[config.mk]
export PLATFORM = sky130hd
export DESIGN_NAME = cla_top
export DESIGN_NICKNAME = d
export VERILOG_FILES = /design/src/cla_pkg.sv /design/src/cla_csr_pkg.sv /design/src/cla_top.sv /design/src/cla_counters.sv /design/src/cla_action_gen.sv /design/src/cla_node_table.sv /design/src/cla_event_match.sv
export SDC_FILE = /design/constraint.sdc
export NUM_CORES = 1
export LEC_CHECK = 0
export BUFFER_PORTS_ARGS = -buffer_cell sky130_fd_sc_hd__buf_2
export CORE_MARGIN = 5
export CORE_UTILIZATION = 40
export DETAILED_ROUTE_END_ITERATION = 8
export PLACE_DENSITY = 0.76
export SLEW_MARGIN = 30
export SYNTH_ARGS = -nofsm -noshare
export SYNTH_HDL_FRONTEND = slang
export SYNTH_SLANG_ARGS = --single-unit
[constraint.sdc]
create_clock -name clock -period 5.2 [get_ports clock]
set_input_delay 0.52 -clock clock [delete_from_list [all_inputs] [get_ports clock]]
set_output_delay 0.52 -clock clock [all_outputs]
set_load 0.1 [all_outputs]
[src/cla_pkg.sv]
// Sizes, action bit positions and action structs of the logic analyzer.
// Imported by every analyzer block and by the configuration package.
package cla_pkg;

   localparam int CLA_NUMBER_OF_NODES          = 4;
   localparam int CLA_NODE_ID_W                = $clog2(CLA_NUMBER_OF_NODES);
   localparam int DEBUG_BUS_W                  = 16;
   localparam int CLA_NUMBER_OF_COUNTERS       = 2;
   localparam int CLA_ACTIONS_PER_COUNTER      = 4;
   localparam int CLA_NUMBER_OF_ACTIONS        = 16;
   localparam int CLA_NUMBER_OF_CUSTOM_ACTIONS = 4;
   localparam int XTRIGGER_WIDTH               = 2;
   localparam int COUNTER_W                    = 16;

   // Offsets of one counter's controls above its base action bit
   localparam int CTR_OFS_INCREMENT = 0;
   localparam int CTR_OFS_CLEAR     = 1;
   localparam int CTR_OFS_AUTO_INC  = 2;
   localparam int CTR_OFS_STOP_AUTO = 3;

   // Bit positions on the action bus
   typedef enum logic [$clog2(CLA_NUMBER_OF_ACTIONS)-1:0] {
      ACTION_CLOCK_HALT      = 4'd0,
      ACTION_DEBUG_INTERRUPT = 4'd1,
      ACTION_TOGGLE_GPIO     = 4'd2,
      ACTION_START_TRACE     = 4'd3,
      ACTION_STOP_TRACE      = 4'd4,
      ACTION_TRACE_PULSE     = 4'd5,
      ACTION_XTRIGGER0_OUT   = 4'd6,
      ACTION_XTRIGGER1_OUT   = 4'd7,
      // Counter j uses bits base + 4*j up to base + 4*j + 3
      ACTION_BASE_COUNTER    = 4'd8
   } cla_action_e;

   // Per-counter controls decoded from the action bus
   typedef struct packed {
      logic increment_pulse;
      logic clear_ctr;
      logic auto_increment;
      logic stop_auto_increment;
   } counter_controls_t;

   // Strobes leaving the analyzer, each one cycle wide
   typedef struct packed {
      logic                      debug_interrupt;
      logic                      toggle_gpio;
      logic                      start_trace;
      logic                      stop_trace;
      logic                      trace_pulse;
      logic [XTRIGGER_WIDTH-1:0] xtrigger_out;
   } cla_ext_actions_t;

endpackage
[src/cla_csr_pkg.sv]
// Software-visible configuration of the logic analyzer.
// Node and control settings are held static by the driver while a capture runs.
package cla_csr_pkg;
   import cla_pkg::*;

   // Loop delay of the cross-trigger chain, up to 127 cycles
   localparam int CHAIN_LOOP_DELAY_W = 7;

   // One event node of the state machine
   typedef struct packed {
      // Bits of the debug bus that take part in the compare
      logic [DEBUG_BUS_W-1:0]                  match_mask;
      logic [DEBUG_BUS_W-1:0]                  match_value;
      // Node entered when this node matches
      logic [CLA_NODE_ID_W-1:0]                dest_node;
      // Actions fired for one cycle on the transition
      logic [CLA_NUMBER_OF_ACTIONS-1:0]        actions;
      logic [CLA_NUMBER_OF_CUSTOM_ACTIONS-1:0] custom_actions;
   } cla_node_cfg_t;

   // Global analyzer controls
   typedef struct packed {
      // Low parks the machine in node 0 with no actions
      logic                          enable_eap;
      // Cycles from our own xtrigger out until it returns on the chain
      logic [CHAIN_LOOP_DELAY_W-1:0] chain_loop_delay;
      logic                          clock_halt_global_en;
      logic                          clock_halt_local_en;
   } cla_ctrl_t;

endpackage

[src/cla_top.sv]
// Logic analyzer top: match, node table, action generator and counters.
// Configuration comes in on static ports; only wiring lives here.
`timescale 1ns/10ps

module cla_top
   import cla_pkg::*;
   import cla_csr_pkg::*;
(
   input  logic                                    clock,
   input  logic                                    rst_n,
   input  logic [DEBUG_BUS_W-1:0]                  debug_bus,
   input  cla_ctrl_t                               ctrl,
   input  cla_node_cfg_t                           node_cfg [CLA_NUMBER_OF_NODES],
   output cla_ext_actions_t                        ext_actions,
   output logic [CLA_NUMBER_OF_CUSTOM_ACTIONS-1:0] custom_action_bus,
   output logic [XTRIGGER_WIDTH-1:0]               self_filter,
   output logic                                    clock_halt_global,
   output logic                                    clock_halt_local,
   output logic [CLA_NODE_ID_W-1:0]                current_node_id,
   output logic [COUNTER_W-1:0]                    counter_value [CLA_NUMBER_OF_COUNTERS]
);

   logic [CLA_NUMBER_OF_NODES-1:0]          node_hit;
   logic [CLA_NUMBER_OF_ACTIONS-1:0]        next_node_action_bus [CLA_NUMBER_OF_NODES];
   logic [CLA_NUMBER_OF_CUSTOM_ACTIONS-1:0] next_node_custom_action_bus [CLA_NUMBER_OF_NODES];
   logic [CLA_NODE_ID_W-1:0]                next_destination_node_id [CLA_NUMBER_OF_NODES];
   counter_controls_t                       counter_actions [CLA_NUMBER_OF_COUNTERS];

   cla_event_match i_cla_event_match (
      .clock     (clock),
      .rst_n     (rst_n),
      .debug_bus (debug_bus),
      .node_cfg  (node_cfg),
      .node_hit  (node_hit)
   );

   cla_node_table i_cla_node_table (
      .node_hit                    (node_hit),
      .node_cfg                    (node_cfg),
      .next_node_action_bus        (next_node_action_bus),
      .next_node_custom_action_bus (next_node_custom_action_bus),
      .next_destination_node_id    (next_destination_node_id)
   );

   cla_action_gen i_cla_action_gen (
      .clock                       (clock),
      .rst_n                       (rst_n),
      .ctrl                        (ctrl),
      .next_node_action_bus        (next_node_action_bus),
      .next_node_custom_action_bus (next_node_custom_action_bus),
      .next_destination_node_id    (next_destination_node_id),
      .ext_actions                 (ext_actions),
      .custom_action_bus           (custom_action_bus),
      .self_filter                 (self_filter),
      .clock_halt_global           (clock_halt_global),
      .clock_halt_local            (clock_halt_local),
      .counter_actions             (counter_actions),
      .current_node_id             (current_node_id)
   );

   cla_counters i_cla_counters (
      .clock           (clock),
      .rst_n           (rst_n),
      .counter_actions (counter_actions),
      .counter_value   (counter_value)
   );

endmodule

[src/cla_counters.sv]
// Two event counters steered by the counter controls of the action bus.
// Clear wins; otherwise a pulse or auto-increment adds at most one per cycle.
`timescale 1ns/10ps

module cla_counters
   import cla_pkg::*;
(
   input  logic                  clock,
   input  logic                  rst_n,
   input  counter_controls_t     counter_actions [CLA_NUMBER_OF_COUNTERS],
   output logic [COUNTER_W-1:0]  counter_value [CLA_NUMBER_OF_COUNTERS]
);

   // Auto-increment state per counter
   logic [CLA_NUMBER_OF_COUNTERS-1:0] running;

   always_ff @(posedge clock) begin
      if (!rst_n) begin
         running <= '0;
         for (int j = 0; j < CLA_NUMBER_OF_COUNTERS; j++) begin
            counter_value[j] <= '0;
         end
      end else begin
         for (int j = 0; j < CLA_NUMBER_OF_COUNTERS; j++) begin
            if (counter_actions[j].clear_ctr) begin
               counter_value[j] <= '0;
               running[j]       <= 1'b0;
            end else begin
               // Stop beats start when both arrive together
               if (counter_actions[j].stop_auto_increment) begin
                  running[j] <= 1'b0;
               end else if (counter_actions[j].auto_increment) begin
                  running[j] <= 1'b1;
               end
               // Pulse and running do not stack
               if (counter_actions[j].increment_pulse || running[j]) begin
                  counter_value[j] <= counter_value[j] + COUNTER_W'(1);
               end
            end
         end
      end
   end

endmodule

[src/cla_action_gen.sv]
// Event state machine core: holds the current node, registers its actions and
// decodes them into strobes, counter controls, clock halts and the self filter.
`timescale 1ns/10ps

module cla_action_gen
   import cla_pkg::*;
   import cla_csr_pkg::*;
(
   input  logic                                    clock,
   input  logic                                    rst_n,
   input  cla_ctrl_t                               ctrl,
   input  logic [CLA_NUMBER_OF_ACTIONS-1:0]        next_node_action_bus [CLA_NUMBER_OF_NODES],
   input  logic [CLA_NUMBER_OF_CUSTOM_ACTIONS-1:0] next_node_custom_action_bus
                                                      [CLA_NUMBER_OF_NODES],
   input  logic [CLA_NODE_ID_W-1:0]                next_destination_node_id
                                                      [CLA_NUMBER_OF_NODES],
   output cla_ext_actions_t                        ext_actions,
   output logic [CLA_NUMBER_OF_CUSTOM_ACTIONS-1:0] custom_action_bus,
   output logic [XTRIGGER_WIDTH-1:0]               self_filter,
   output logic                                    clock_halt_global,
   output logic                                    clock_halt_local,
   output counter_controls_t                       counter_actions [CLA_NUMBER_OF_COUNTERS],
   output logic [CLA_NODE_ID_W-1:0]                current_node_id
);

   logic [CLA_NODE_ID_W-1:0]                next_current_node_id;
   logic [CLA_NUMBER_OF_ACTIONS-1:0]        action_bus;
   logic [CLA_NUMBER_OF_ACTIONS-1:0]        next_action_bus;
   logic [CLA_NUMBER_OF_CUSTOM_ACTIONS-1:0] next_custom_action_bus;

   logic [XTRIGGER_WIDTH-1:0][CHAIN_LOOP_DELAY_W-1:0] filter_cnt;
   logic [XTRIGGER_WIDTH-1:0][CHAIN_LOOP_DELAY_W-1:0] next_filter_cnt;

   // Only the current node's entry matters; disabled parks in node 0
   always_comb begin
      next_current_node_id   = '0;
      next_action_bus        = '0;
      next_custom_action_bus = '0;
      if (ctrl.enable_eap) begin
         next_current_node_id   = next_destination_node_id[current_node_id];
         next_action_bus        = next_node_action_bus[current_node_id];
         next_custom_action_bus = next_node_custom_action_bus[current_node_id];
      end
   end

   always_ff @(posedge clock) begin
      if (!rst_n) begin
         current_node_id   <= '0;
         action_bus        <= '0;
         custom_action_bus <= '0;
         filter_cnt        <= '0;
         clock_halt_global <= 1'b0;
         clock_halt_local  <= 1'b0;
      end else begin
         current_node_id   <= next_current_node_id;
         action_bus        <= next_action_bus;
         custom_action_bus <= next_custom_action_bus;
         filter_cnt        <= next_filter_cnt;
         // Sticky until reset
         if (action_bus[ACTION_CLOCK_HALT] && ctrl.clock_halt_global_en) begin
            clock_halt_global <= 1'b1;
         end
         if (action_bus[ACTION_CLOCK_HALT] && ctrl.clock_halt_local_en) begin
            clock_halt_local <= 1'b1;
         end
      end
   end

   // External strobes
   always_comb begin
      ext_actions.debug_interrupt = action_bus[ACTION_DEBUG_INTERRUPT];
      ext_actions.toggle_gpio     = action_bus[ACTION_TOGGLE_GPIO];
      ext_actions.start_trace     = action_bus[ACTION_START_TRACE];
      ext_actions.stop_trace      = action_bus[ACTION_STOP_TRACE];
      ext_actions.trace_pulse     = action_bus[ACTION_TRACE_PULSE];
      ext_actions.xtrigger_out[0] = action_bus[ACTION_XTRIGGER0_OUT];
      ext_actions.xtrigger_out[1] = action_bus[ACTION_XTRIGGER1_OUT];
   end

   // Counter controls, four bits per counter above the base
   always_comb begin
      for (int j = 0; j < CLA_NUMBER_OF_COUNTERS; j++) begin
         counter_actions[j].increment_pulse =
            action_bus[ACTION_BASE_COUNTER + j*CLA_ACTIONS_PER_COUNTER + CTR_OFS_INCREMENT];
         counter_actions[j].clear_ctr =
            action_bus[ACTION_BASE_COUNTER + j*CLA_ACTIONS_PER_COUNTER + CTR_OFS_CLEAR];
         counter_actions[j].auto_increment =
            action_bus[ACTION_BASE_COUNTER + j*CLA_ACTIONS_PER_COUNTER + CTR_OFS_AUTO_INC];
         counter_actions[j].stop_auto_increment =
            action_bus[ACTION_BASE_COUNTER + j*CLA_ACTIONS_PER_COUNTER + CTR_OFS_STOP_AUTO];
      end
   end

   // Self filter masks our own xtrigger when it comes back around the chain.
   // An idle count starts on a trigger; later triggers wait for it to expire.
   always_comb begin
      next_filter_cnt = filter_cnt;
      self_filter     = '0;
      for (int i = 0; i < XTRIGGER_WIDTH; i++) begin
         if (filter_cnt[i] == '0) begin
            if (ext_actions.xtrigger_out[i] && ctrl.chain_loop_delay == '0) begin
               self_filter[i] = 1'b1;
            end else if (ext_actions.xtrigger_out[i]) begin
               next_filter_cnt[i] = CHAIN_LOOP_DELAY_W'(1);
            end
         end else if (filter_cnt[i] >= ctrl.chain_loop_delay) begin
            // Loop delay reached
            next_filter_cnt[i] = '0;
            self_filter[i]     = 1'b1;
         end else begin
            next_filter_cnt[i] = filter_cnt[i] + CHAIN_LOOP_DELAY_W'(1);
         end
      end
   end

endmodule

[src/cla_node_table.sv]
// Per-node transition table built from the registered hits.
// Purely combinational; the action generator picks the current node's entry.
`timescale 1ns/10ps

module cla_node_table
   import cla_pkg::*;
   import cla_csr_pkg::*;
(
   input  logic [CLA_NUMBER_OF_NODES-1:0]          node_hit,
   input  cla_node_cfg_t                           node_cfg [CLA_NUMBER_OF_NODES],
   output logic [CLA_NUMBER_OF_ACTIONS-1:0]        next_node_action_bus [CLA_NUMBER_OF_NODES],
   output logic [CLA_NUMBER_OF_CUSTOM_ACTIONS-1:0] next_node_custom_action_bus
                                                      [CLA_NUMBER_OF_NODES],
   output logic [CLA_NODE_ID_W-1:0]                next_destination_node_id
                                                      [CLA_NUMBER_OF_NODES]
);

   always_comb begin
      for (int n = 0; n < CLA_NUMBER_OF_NODES; n++) begin
         if (node_hit[n]) begin
            // Matching node jumps and fires its programmed actions
            next_destination_node_id[n]    = node_cfg[n].dest_node;
            next_node_action_bus[n]        = node_cfg[n].actions;
            next_node_custom_action_bus[n] = node_cfg[n].custom_actions;
         end else begin
            // No match, stay put quietly
            next_destination_node_id[n]    = CLA_NODE_ID_W'(n);
            next_node_action_bus[n]        = '0;
            next_node_custom_action_bus[n] = '0;
         end
      end
   end

endmodule

[src/cla_event_match.sv]
// Masked compare of the debug bus against every node's match value.
// Hits are registered so the debug bus only reaches a flop.
`timescale 1ns/10ps

module cla_event_match
   import cla_pkg::*;
   import cla_csr_pkg::*;
(
   input  logic                           clock,
   input  logic                           rst_n,
   input  logic [DEBUG_BUS_W-1:0]         debug_bus,
   input  cla_node_cfg_t                  node_cfg [CLA_NUMBER_OF_NODES],
   output logic [CLA_NUMBER_OF_NODES-1:0] node_hit
);

   logic [CLA_NUMBER_OF_NODES-1:0] hit_now;

   // A node hits when every masked bit agrees, so an empty mask always hits
   always_comb begin
      for (int n = 0; n < CLA_NUMBER_OF_NODES; n++) begin
         hit_now[n] = ((debug_bus ^ node_cfg[n].match_value) & node_cfg[n].match_mask)
                      == '0;
      end
   end

   always_ff @(posedge clock) begin
      if (!rst_n) begin
         node_hit <= '0;
      end else begin
         node_hit <= hit_now;
      end
   end

endmodule

# ---- Yosys cells after proc, flatten, opt, wreduce, memory -nomap -nowiden
# Cells that the tools add are included.
dict set report word_totals {
  regBits 76
  input_bits 244
  out_inout_bits 49
  word_cells 88
}
dict set report op_classes {
  n_addsub 4
  order_cmp 3
  n_eq_ne 4
  muxes 35
  bitwise 10
  n_reduce_logical 20
}
# op n
set ops {}
lappend ops {{$mux W16} 6}
lappend ops {{$and A16 B16 Y16} 4}
lappend ops {{$logic_not A16 Y1} 4}
lappend ops {{$xor A16 B16 Y16} 4}
lappend ops {{$mux W7} 8}
lappend ops {{$add A16 B1 Y16 const B} 2}
lappend ops {{$bmux W16 S2} 1}
lappend ops {{$mux W4} 6}
lappend ops {{$logic_not A7 Y1} 3}
lappend ops {{$add A7 B1 Y7 const B} 2}
lappend ops {{$ge A7 B7 Y1} 2}
lappend ops {{$mux W2} 6}
lappend ops {{$bmux W4 S2} 1}
lappend ops {{$mux W1} 6}
lappend ops {{$reduce_and A2 Y1} 3}
lappend ops {{$reduce_or A3 Y1} 2}
lappend ops {{$bmux W2 S2} 1}
lappend ops {{$logic_and A1 B1 Y1} 4}
lappend ops {{$ne A2 B1 Y1 const B} 2}
lappend ops {{$ne A2 B2 Y1 const B} 2}
lappend ops {{$reduce_or A2 Y1} 2}
lappend ops {{$ge A3 B3 Y1 const B} 1}
lappend ops {{$not A2 Y3} 1}
lappend ops {{$logic_or A1 B1 Y1} 2}
lappend ops {{$not A1 Y1} 1}

# ---- Longest topological paths before layout
# Gate-level depths: netlist (run 1).
dict set report logic_depth {
  word_depth 4
  ltp_mapped 7
  mapped_depth_nobuf 7
}

# ---- Cells and area by module
# Synthesis (run 1) repeated with hierarchy kept, for this count alone.
dict set report hier_totals {
  hier_cells 590
  hier_area_um2 5436.5
}
# mod n_inst cells_each area_each_um2 seq_area_each_um2
set modules_own_cells {}
lappend modules_own_cells {cla_action_gen 1 214 2288.4 760.7}
lappend modules_own_cells {cla_counters 1 170 1511.4 680.7}
lappend modules_own_cells {cla_event_match 1 110 970.9 80.1}
lappend modules_own_cells {cla_node_table 1 96 665.6 0.0}

# ---- Least setup slack after synthesis (run 1)
# No wires, ideal clock.
dict set report synth_path {
  path_kind {input-to-output}
  start {input port ctrl[4] (netlist bit)}
  end {output port self_filter[0]}
  t_arrival_ns 3.391
  t_required_ns 4.680
  path_slack_ns 1.289
  stages 6
  n_path_buf 0
  cell_sequence {inv_1 ha_1 a21o_1 a31oi_1 o221a_2 o21ai_0}
}
dict set report synth_via {
  elab_chain_cells 4
  elab_cells_between_ends 6
  classes_between {1 x order compare; 3 x mux; 2 x reduce/logical}
}
# item line_no
set synth_rtl {}
lappend synth_rtl {{from (decl)} cla_top.sv:12} ;# input cla_ctrl_t ctrl,
lappend synth_rtl {{parallel branches: the longest is 3 deep, another holds $ge A7 B7 Y1} n/a}
lappend synth_rtl {{$mux W1 (*)} cla_action_gen.sv:100} ;# if (filter_cnt[i] == '0) begin
lappend synth_rtl {{to (decl)} cla_top.sv:16} ;# output logic [XTRIGGER_WIDTH-1:0] self_filter,
# Mark *: on every way between the ends.

# ---- Worst setup path in the final report (run 1)
dict set report layout_path {
  start {register i_cla_action_gen.filter_cnt[0] (netlist bit)}
  end {output port self_filter[0]}
}
dict set report layout_via {
  elab_chain_cells 3
  elab_cells_between_ends 4
  classes_between {1 x order compare; 2 x mux; 1 x reduce/logical}
}
# item line_no
set layout_rtl {}
lappend layout_rtl {{from (decl)} cla_action_gen.sv:31} ;# logic [XTRIGGER_WIDTH-1:0][CHAIN_LOOP_DELAY_W-1:0] filter_cnt;
lappend layout_rtl {{from (signal assigned)} cla_action_gen.sv:58} ;# filter_cnt <= next_filter_cnt;
lappend layout_rtl {{$ge A7 B7 Y1} cla_action_gen.sv:106} ;# end else if (filter_cnt[i] >= ctrl.chain_loop_delay) begin
lappend layout_rtl {{$mux W1} cla_action_gen.sv:106}
lappend layout_rtl {{$mux W1 (*)} cla_action_gen.sv:100}
# Every way passes the cells marked *; elsewhere a longest branch is shown, timed or not.

==> results.md, run 1 <==
- Status: finished, final reports clean
- Largest net degree at the start of global routing: 45
- DRT antenna net count: 0
- Sequential share of the synthesized area: 0.3313
- PortBufs: 292
- DP HPWL: 12.96 mm
- Ant diodes: 0
- Count leader, synth: xor2_1
- TritonCTS clock tree: built
- First-pass GRT wire length: 22.63 mm
- Sum Neg Setup Slack: 0 ns
- Sink Count: 76
- Clock power share: 0.414
- Leakage: 0.003016 µW
- Grt ovf: 0
- Die area: 13720 µm²
- Final setup fails: 0
- Maximum fanout along the worst path: 7
- Crit path DAT: 2.32 ns
- Final Power: 1437 µW
- Post-Route WL: 15.77 mm
- WL/cell: 16.85 µm
- P_int: 1083 µW
- CTS clk-pin slew, worst paths: 0.06 ns
- Max Cap Violations: 0
- Post-synthesis area per instance: 8.899 µm²
- Gpl congestion: 0.8860
- Initial antenna violation count: 0
- Final Hold Viols: 0
- Number of global-route vias before repair: 4658
- Synth cell count leaders: xor2_1, dfxtp_1, nor2_1, a22oi_1, a221oi_1
- Worst Tran Pin Value: 0.9300 ns
- Post-synth cell types: 46
- VDD IR max: 192.6 µV
- Yosys Warn Count: 0
- Bufs on Longest Clock Path: 2
- Crit path kind: reg -> out
- Cts hold-fix bufs: 0
- Placed insts: 922
- Share of layout cells above drive strength 1: 0.3972
- Asr flop ratio synth: 0
- Clk root buf: clkbuf_16
- Startpoint class of the critical path: flip-flop
- Routed vias: 4905
- Starting DRT DRC Count: 362
- DIE HEIGHT: 117.1 µm
- Die width: 117.1 µm
- Area delta synth->final: 38.96%
- Yosys top cell area share: 0.3313
- Post-Route Utilization: 0.5637
- RSZ-0062 raised after global routing: no
- H-tree Lvls: 3
- Initial Util: 0.4056
- Power Density: 225.2 nW/µm²
- Reg2Reg Setup Slack: 3.13 ns
- Worst slew margin: 0.3800
- Largest area contributor in the netlist: dfxtp_1
- Synth Instances: 516
- Min-Delay Path Class: reg -> reg
- Min Tclk post-route: 2.840 ns
- Non-Filler Instances: 936
- TritonCTS Buffers: 9
- Largest cells by area after synthesis: dfxtp_1, xor2_1, a22oi_1
- Sw power: 353.6 µW
- Crit end category: output port
- Syn Nets: 780
- Via density: 5.240
- CTS resizes: 0
- # rows: 39
- Peak Freq: 352.1 MHz
- Sw Share: 0.2461
- Comb pwr share: 0.172
- Final nets: 1054
- Reg power frac: 0.414
- Crit share post-route: 0.5462
- Initial DRT Pass Iterations: 4
- CORE AREA: 11320 µm²
- Final Skew: 0.006967 ns
- Post-CTS Setup Inserts: 0
- FILL cells: 1083
- Dominant synthesized flop cell: dfxtp_1
- EDFF count, synth: 0
- # IOs: 293
- Required time worst endpoint: 4.68 ns
- # DRC: 0
- Overall Global Routing Usage: 0.2125
- Worst skew pair latency: 0.33 ns
- Seq cells post-synth: 76
- Post-Syn Area: 4592 µm²
- Max-slew violations: 0
==> kinds of logic after synthesis <==
logic type,count (synthesis),synth area share
xor+xnor,100,0.1907
buf+inv,47,0.04741
mux,1,0.002180
simple gates,141,0.1594
compound gates,131,0.2144
flops,76,0.3313
fa+ha+maj,20,0.05450
==> state kept, by name (all words and copies together) (netlist names) <==
register	flops
i_cla_action_gen.filter_cnt	14
i_cla_counters.running	2
i_cla_action_gen.clock_halt_local	1
i_cla_action_gen.action_bus	16
i_cla_action_gen.clock_halt_global	1
i_cla_event_match.node_hit	4
i_cla_counters.counter_value	32
i_cla_action_gen.custom_action_bus	4
i_cla_action_gen.current_node_id	2
==> power by group through the flow <==
stage | Combinational, µW | Clock (µW) | Sequential, µW
2_1_floorplan | 117 | 0 | 608
3_3_place_gp | 245 | 0 | 608
3_5_place_dp | 249 | 0 | 608
4_1_cts | 250 | 606 | 595
5_1_grt | 274 | 637 | 596
6_report | 247 | 594 | 595
==> final timing paths <==
path	from	to	cells after the start
setup reg to reg	i_cla_action_gen.current_node_id[0]	i_cla_action_gen.action_bus[10]	3
setup / recovery	i_cla_action_gen.filter_cnt[0]	self_filter[0]	7
hold / removal	i_cla_action_gen.action_bus[11]	i_cla_counters.running[0]	1
hold reg to reg	i_cla_action_gen.action_bus[11]	i_cla_counters.running[0]	1
==> layer usage <==
| layer | vias up | global-route usage | share of wire |
|---|---|---|---|
| met2 | 199 | 0.4001 | 0.53 |
| met3 | 18 | 0.05810 | 0.080 |
| met1 | 2246 | 0.2320 | 0.37 |
| li1 | 2442 | - | - |
| met4 | 0 | 0.05810 | 0.018 |
| met5 | - | 0 | 0 |
==> worst max-delay path, cell delays in order (launching register included) <==
cell and delay, ns:
dfxtp_1 0.34, inv_1 0.09, ha_1 0.14, or4b_1 0.45
nor3_2 0.32, nand3_1 0.11, o21ai_0 0.08, buf_2 0.45
==> through the flow <==
| stage | hold WS (ns) | cell area, µm² | setup slack, ns |
|---|---|---|---|
| after global placement | 0.3813 | 6091 | 2.604 |
| after floorplan | 0.3762 | 4592 | 1.289 |
| after global routing | 0.3945 | 6381 | 2.152 |
| after detailed placement | 0.3831 | 6096 | 2.594 |
| after CTS | 0.3940 | 6376 | 2.354 |
| final | 0.3867 | 6381 | 2.360 |
==> cells in the final DEF, fill, tap and decap left out, drive strengths merged, types with 3 or more instances in the layout <==
master / count
o21ai: 8
a222oi: 4
a21oi: 14
xnor2: 14
inv: 17
and3: 8
a211oi: 21
and4: 3
nand3: 14
or3: 4
nand2: 20
and2: 4
a21o: 3
nor2: 49
nor3: 8
a22o: 4
a22oi: 37
ha: 20
dfxtp: 76
nand4: 17
xor2: 86
buf: 293
nand2b: 5
a221oi: 26
clkbuf: 9
nor2b: 5
==> layout make-up <==
| cell class | count | area (µm²) | share of cell area |
|---|---|---|---|
| sequential | 76 | 1521 | 0.2384 |
| tap | 143 | 178.9 | 0.02804 |
| multi-input combinational | 393 | 2868 | 0.4494 |
| inverter | 17 | 63.81 | 0.01000 |
| clock inverter | 5 | 55.05 | 0.008627 |
| clock buffer | 9 | 225.2 | 0.03529 |
| timing repair buffer | 293 | 1469 | 0.2302 |
No activity file was read; power rests on OpenSTA's default activity.
==> inputs of run 2 (changes only) <==
--- a/config.mk
+++ b/config.mk
@@ -7,9 +7,9 @@
 export LEC_CHECK = 0
 export BUFFER_PORTS_ARGS = -buffer_cell sky130_fd_sc_hd__buf_2
 export CORE_MARGIN = 5
-export CORE_UTILIZATION = 40
+export CORE_UTILIZATION = 39
 export DETAILED_ROUTE_END_ITERATION = 8
-export PLACE_DENSITY = 0.76
+export PLACE_DENSITY = 0.77
 export SLEW_MARGIN = 30
 export SYNTH_ARGS = -nofsm -noshare
 export SYNTH_HDL_FRONTEND = slang
==> constraint.sdc (replaced) <==
create_clock -name clock -period 2.4 [get_ports clock]
set_input_delay 0.24 -clock clock [delete_from_list [all_inputs] [get_ports clock]]
set_output_delay 0.24 -clock clock [all_outputs]
set_load 0.1 [all_outputs]
==> results.md, run 2 (synthesis gave the netlist of run 1 again) <==
- Status: finished, final reports clean
- Largest net degree at the start of global routing: 40 (-11%)
- Initial Util: 0.4004 (-0.005178)
- Starting DRT DRC Count: 266 (-27%)
- TritonCTS clock tree: built
- FILL cells: 1074 (-0.83%)
- Bufs on Longest Clock Path: 2 (unchanged)
- Final Hold Viols: 0 (unchanged)
- Min Tclk post-route: 2.276 ns
- H-tree Lvls: 3 (unchanged)
- Worst path max stage delay: 0.47 ns (+0.02 ns)
- Via density: 5.211 (-0.56%)
- Crit path kind: reg -> out
- Maximum fanout along the worst path: 5 (-2)
- Biggest regs: i_cla_counters.counter_value (32), i_cla_action_gen.action_bus (16), i_cla_action_gen.filter_cnt (14)
- Power Density: 474.7 nW/µm² (+110%)
- Crit path DAT: 2.04 ns (-0.28 ns)
- Worst slew margin: 0.3774 (-0.002568)
- Slowest CP cell: or4b_4
- Initial DRT Pass Iterations: 4 (unchanged)
- Area delta synth->final: 41.17%
- Worst skew pair latency: 0.33 ns (about the same)
- Worst-path cell chain: inv_1 > ha_1 > or4b_4 > nor3_4 > a21oi_1 > a31o_2 > buf_12
- Max Cap Violations: 0 (unchanged)
- Share of layout cells above drive strength 1: 0.4063 (+0.009024)
- Worst Tran Pin Value: 0.9316 ns (+0.001597 ns)
- Grt ovf: 0 (unchanged)
- Max-slew violations: 0 (unchanged)
- Sink Count: 76 (unchanged)
- Largest register FFs: 32 (unchanged)
- Overall Global Routing Usage: 0.2105 (-0.001910)
- Gpl congestion: 0.8859 (about the same)
- # rows: 39 (unchanged)
- Crit share post-route: 0.9484
- Cts hold-fix bufs: 0 (unchanged)
- RSZ-0062 raised after global routing: no
- Startpoint class of the critical path: flip-flop
- TritonCTS Buffers: 9 (unchanged)
- DP HPWL: 12.82 mm (-1.1%)
- Final Skew: 0.004795 ns (-0.002172 ns)
- Min-Delay Path Class: in -> reg
- Post-Route WL: 15.78 mm (about the same)
- Die width: 118.5 µm (+1.2%)
- Peak Freq: 439.4 MHz
- Final setup fails: 0 (unchanged)
- Worst path bufs/invs: 2 (unchanged)
- Final Power: 3077 µW (+110%)
- # IOs: 293 (unchanged)
- First-pass GRT wire length: 24.14 mm (+6.7%)
- Final nets: 1060 (+0.57%)
- Leakage: 0.003059 µW (+1.4%)
- Initial antenna violation count: 1 (+1)
- WL/cell: 16.71 µm (-0.82%)
- Sum Neg Setup Slack: 0 ns (unchanged)
- # DRC: 0 (unchanged)
- Die area: 14040 µm² (+2.3%)
- Required time worst endpoint: 2.16 ns (-2.52 ns)
- Routed vias: 4919 (+0.29%)
- PortBufs: 292 (unchanged)
- Cell family with most CP delay: simple AND/OR/NAND/NOR gates
- Most common cell after layout, fill and taps aside: buf_2
- CTS clk-pin slew, worst paths: 0.05 ns (about the same)
- Commonest non-fill, non-tap cells in the layout: buf_2, xor2_1, dfxtp_1
- DRT antenna net count: 0 (unchanged)
- Crit end category: output port
- VDD IR max: 415.2 µV (+120%)
- DIE HEIGHT: 118.5 µm (+1.2%)
- Clk root buf: clkbuf_16
- Most flops, register: i_cla_counters.counter_value
- CORE AREA: 11470 µm² (+1.3%)
- Number of global-route vias before repair: 4944 (+6.1%)
## run 2: cell count changes in the layout (fill, tap and decap cells not counted), moves of 2 or more
cell,delta
buf_4,+5
buf_12,+4
buf_2,-3
nor2b_2,+2
nor2b_4,-2
## run 2: metal layers
metal,global-route usage,part of all wire,wire [µm],up-vias
met3,0.05014,0.072,1129,20
li1,-,-,-,2457
met1,0.2236,0.37,5846,2259
met2,0.4058,0.54,8464,183
met4,0.06662,0.021,336,0
met5,0,0,0,-
## run 2: timing repair
action / 4_1_cts / 5_1_grt
setup endpoints to repair: 0 / 1
resized for setup: 0 / 3
hold endpoints to repair: 0 / 0
buffers inserted: 0 / 1
## run 2: worst min-delay path, stage by stage
cell	delay, ns
buf_2	0.07
a21oi_1	0.05
nor2b_1	0.09
## run 2: path summary, 6_finish.rpt
| kind | from | endpoint | slack (ns) | cells after the start |
|---|---|---|---|---|
| hold / removal | ctrl[1] | i_cla_action_gen.clock_halt_global | 0.17 | 3 |
| setup reg to reg | i_cla_action_gen.filter_cnt[7] | i_cla_action_gen.filter_cnt[8] | 0.50 | 8 |
| setup / recovery | i_cla_action_gen.filter_cnt[7] | self_filter[1] | 0.12 | 7 |
| hold reg to reg | i_cla_action_gen.action_bus[11] | i_cla_counters.running[0] | 0.40 | 1 |
## run 2: per-stage QoR
stage	worst slack (ns)	cell area [µm²]	hold WS [ns]	util	instances
global route	0.01643	6482	0.1892	0.5653	944
floorplan	0.1809	4596	0.3762	-	516
detailed placement	0.3876	6190	0.3884	0.5398	927
global placement	0.4159	6190	0.3813	0.5398	927
finish	0.1239	6482	0.1674	0.5653	944
CTS	0.03315	6459	0.1525	0.5632	942
## run 2: layout make-up
type / instances / area, µm² / share of cell area
clock inverters: 4 / 26.28 / 0.004053
multi-input cells: 393 / 2874 / 0.4434
repair buffers: 299 / 1572 / 0.2424
flip-flops and latches: 76 / 1523 / 0.2349
inverters: 17 / 63.81 / 0.009844
clock buffers: 11 / 242.7 / 0.03744
diodes: 1 / 2.502 / 0.0003860
well taps: 143 / 178.9 / 0.02760
## run 2: report_power, final
part           switching [µW]  total (µW)  internal, µW
logic                     262         562           300
clock network             503        1220           720
registers                15.1        1290          1280
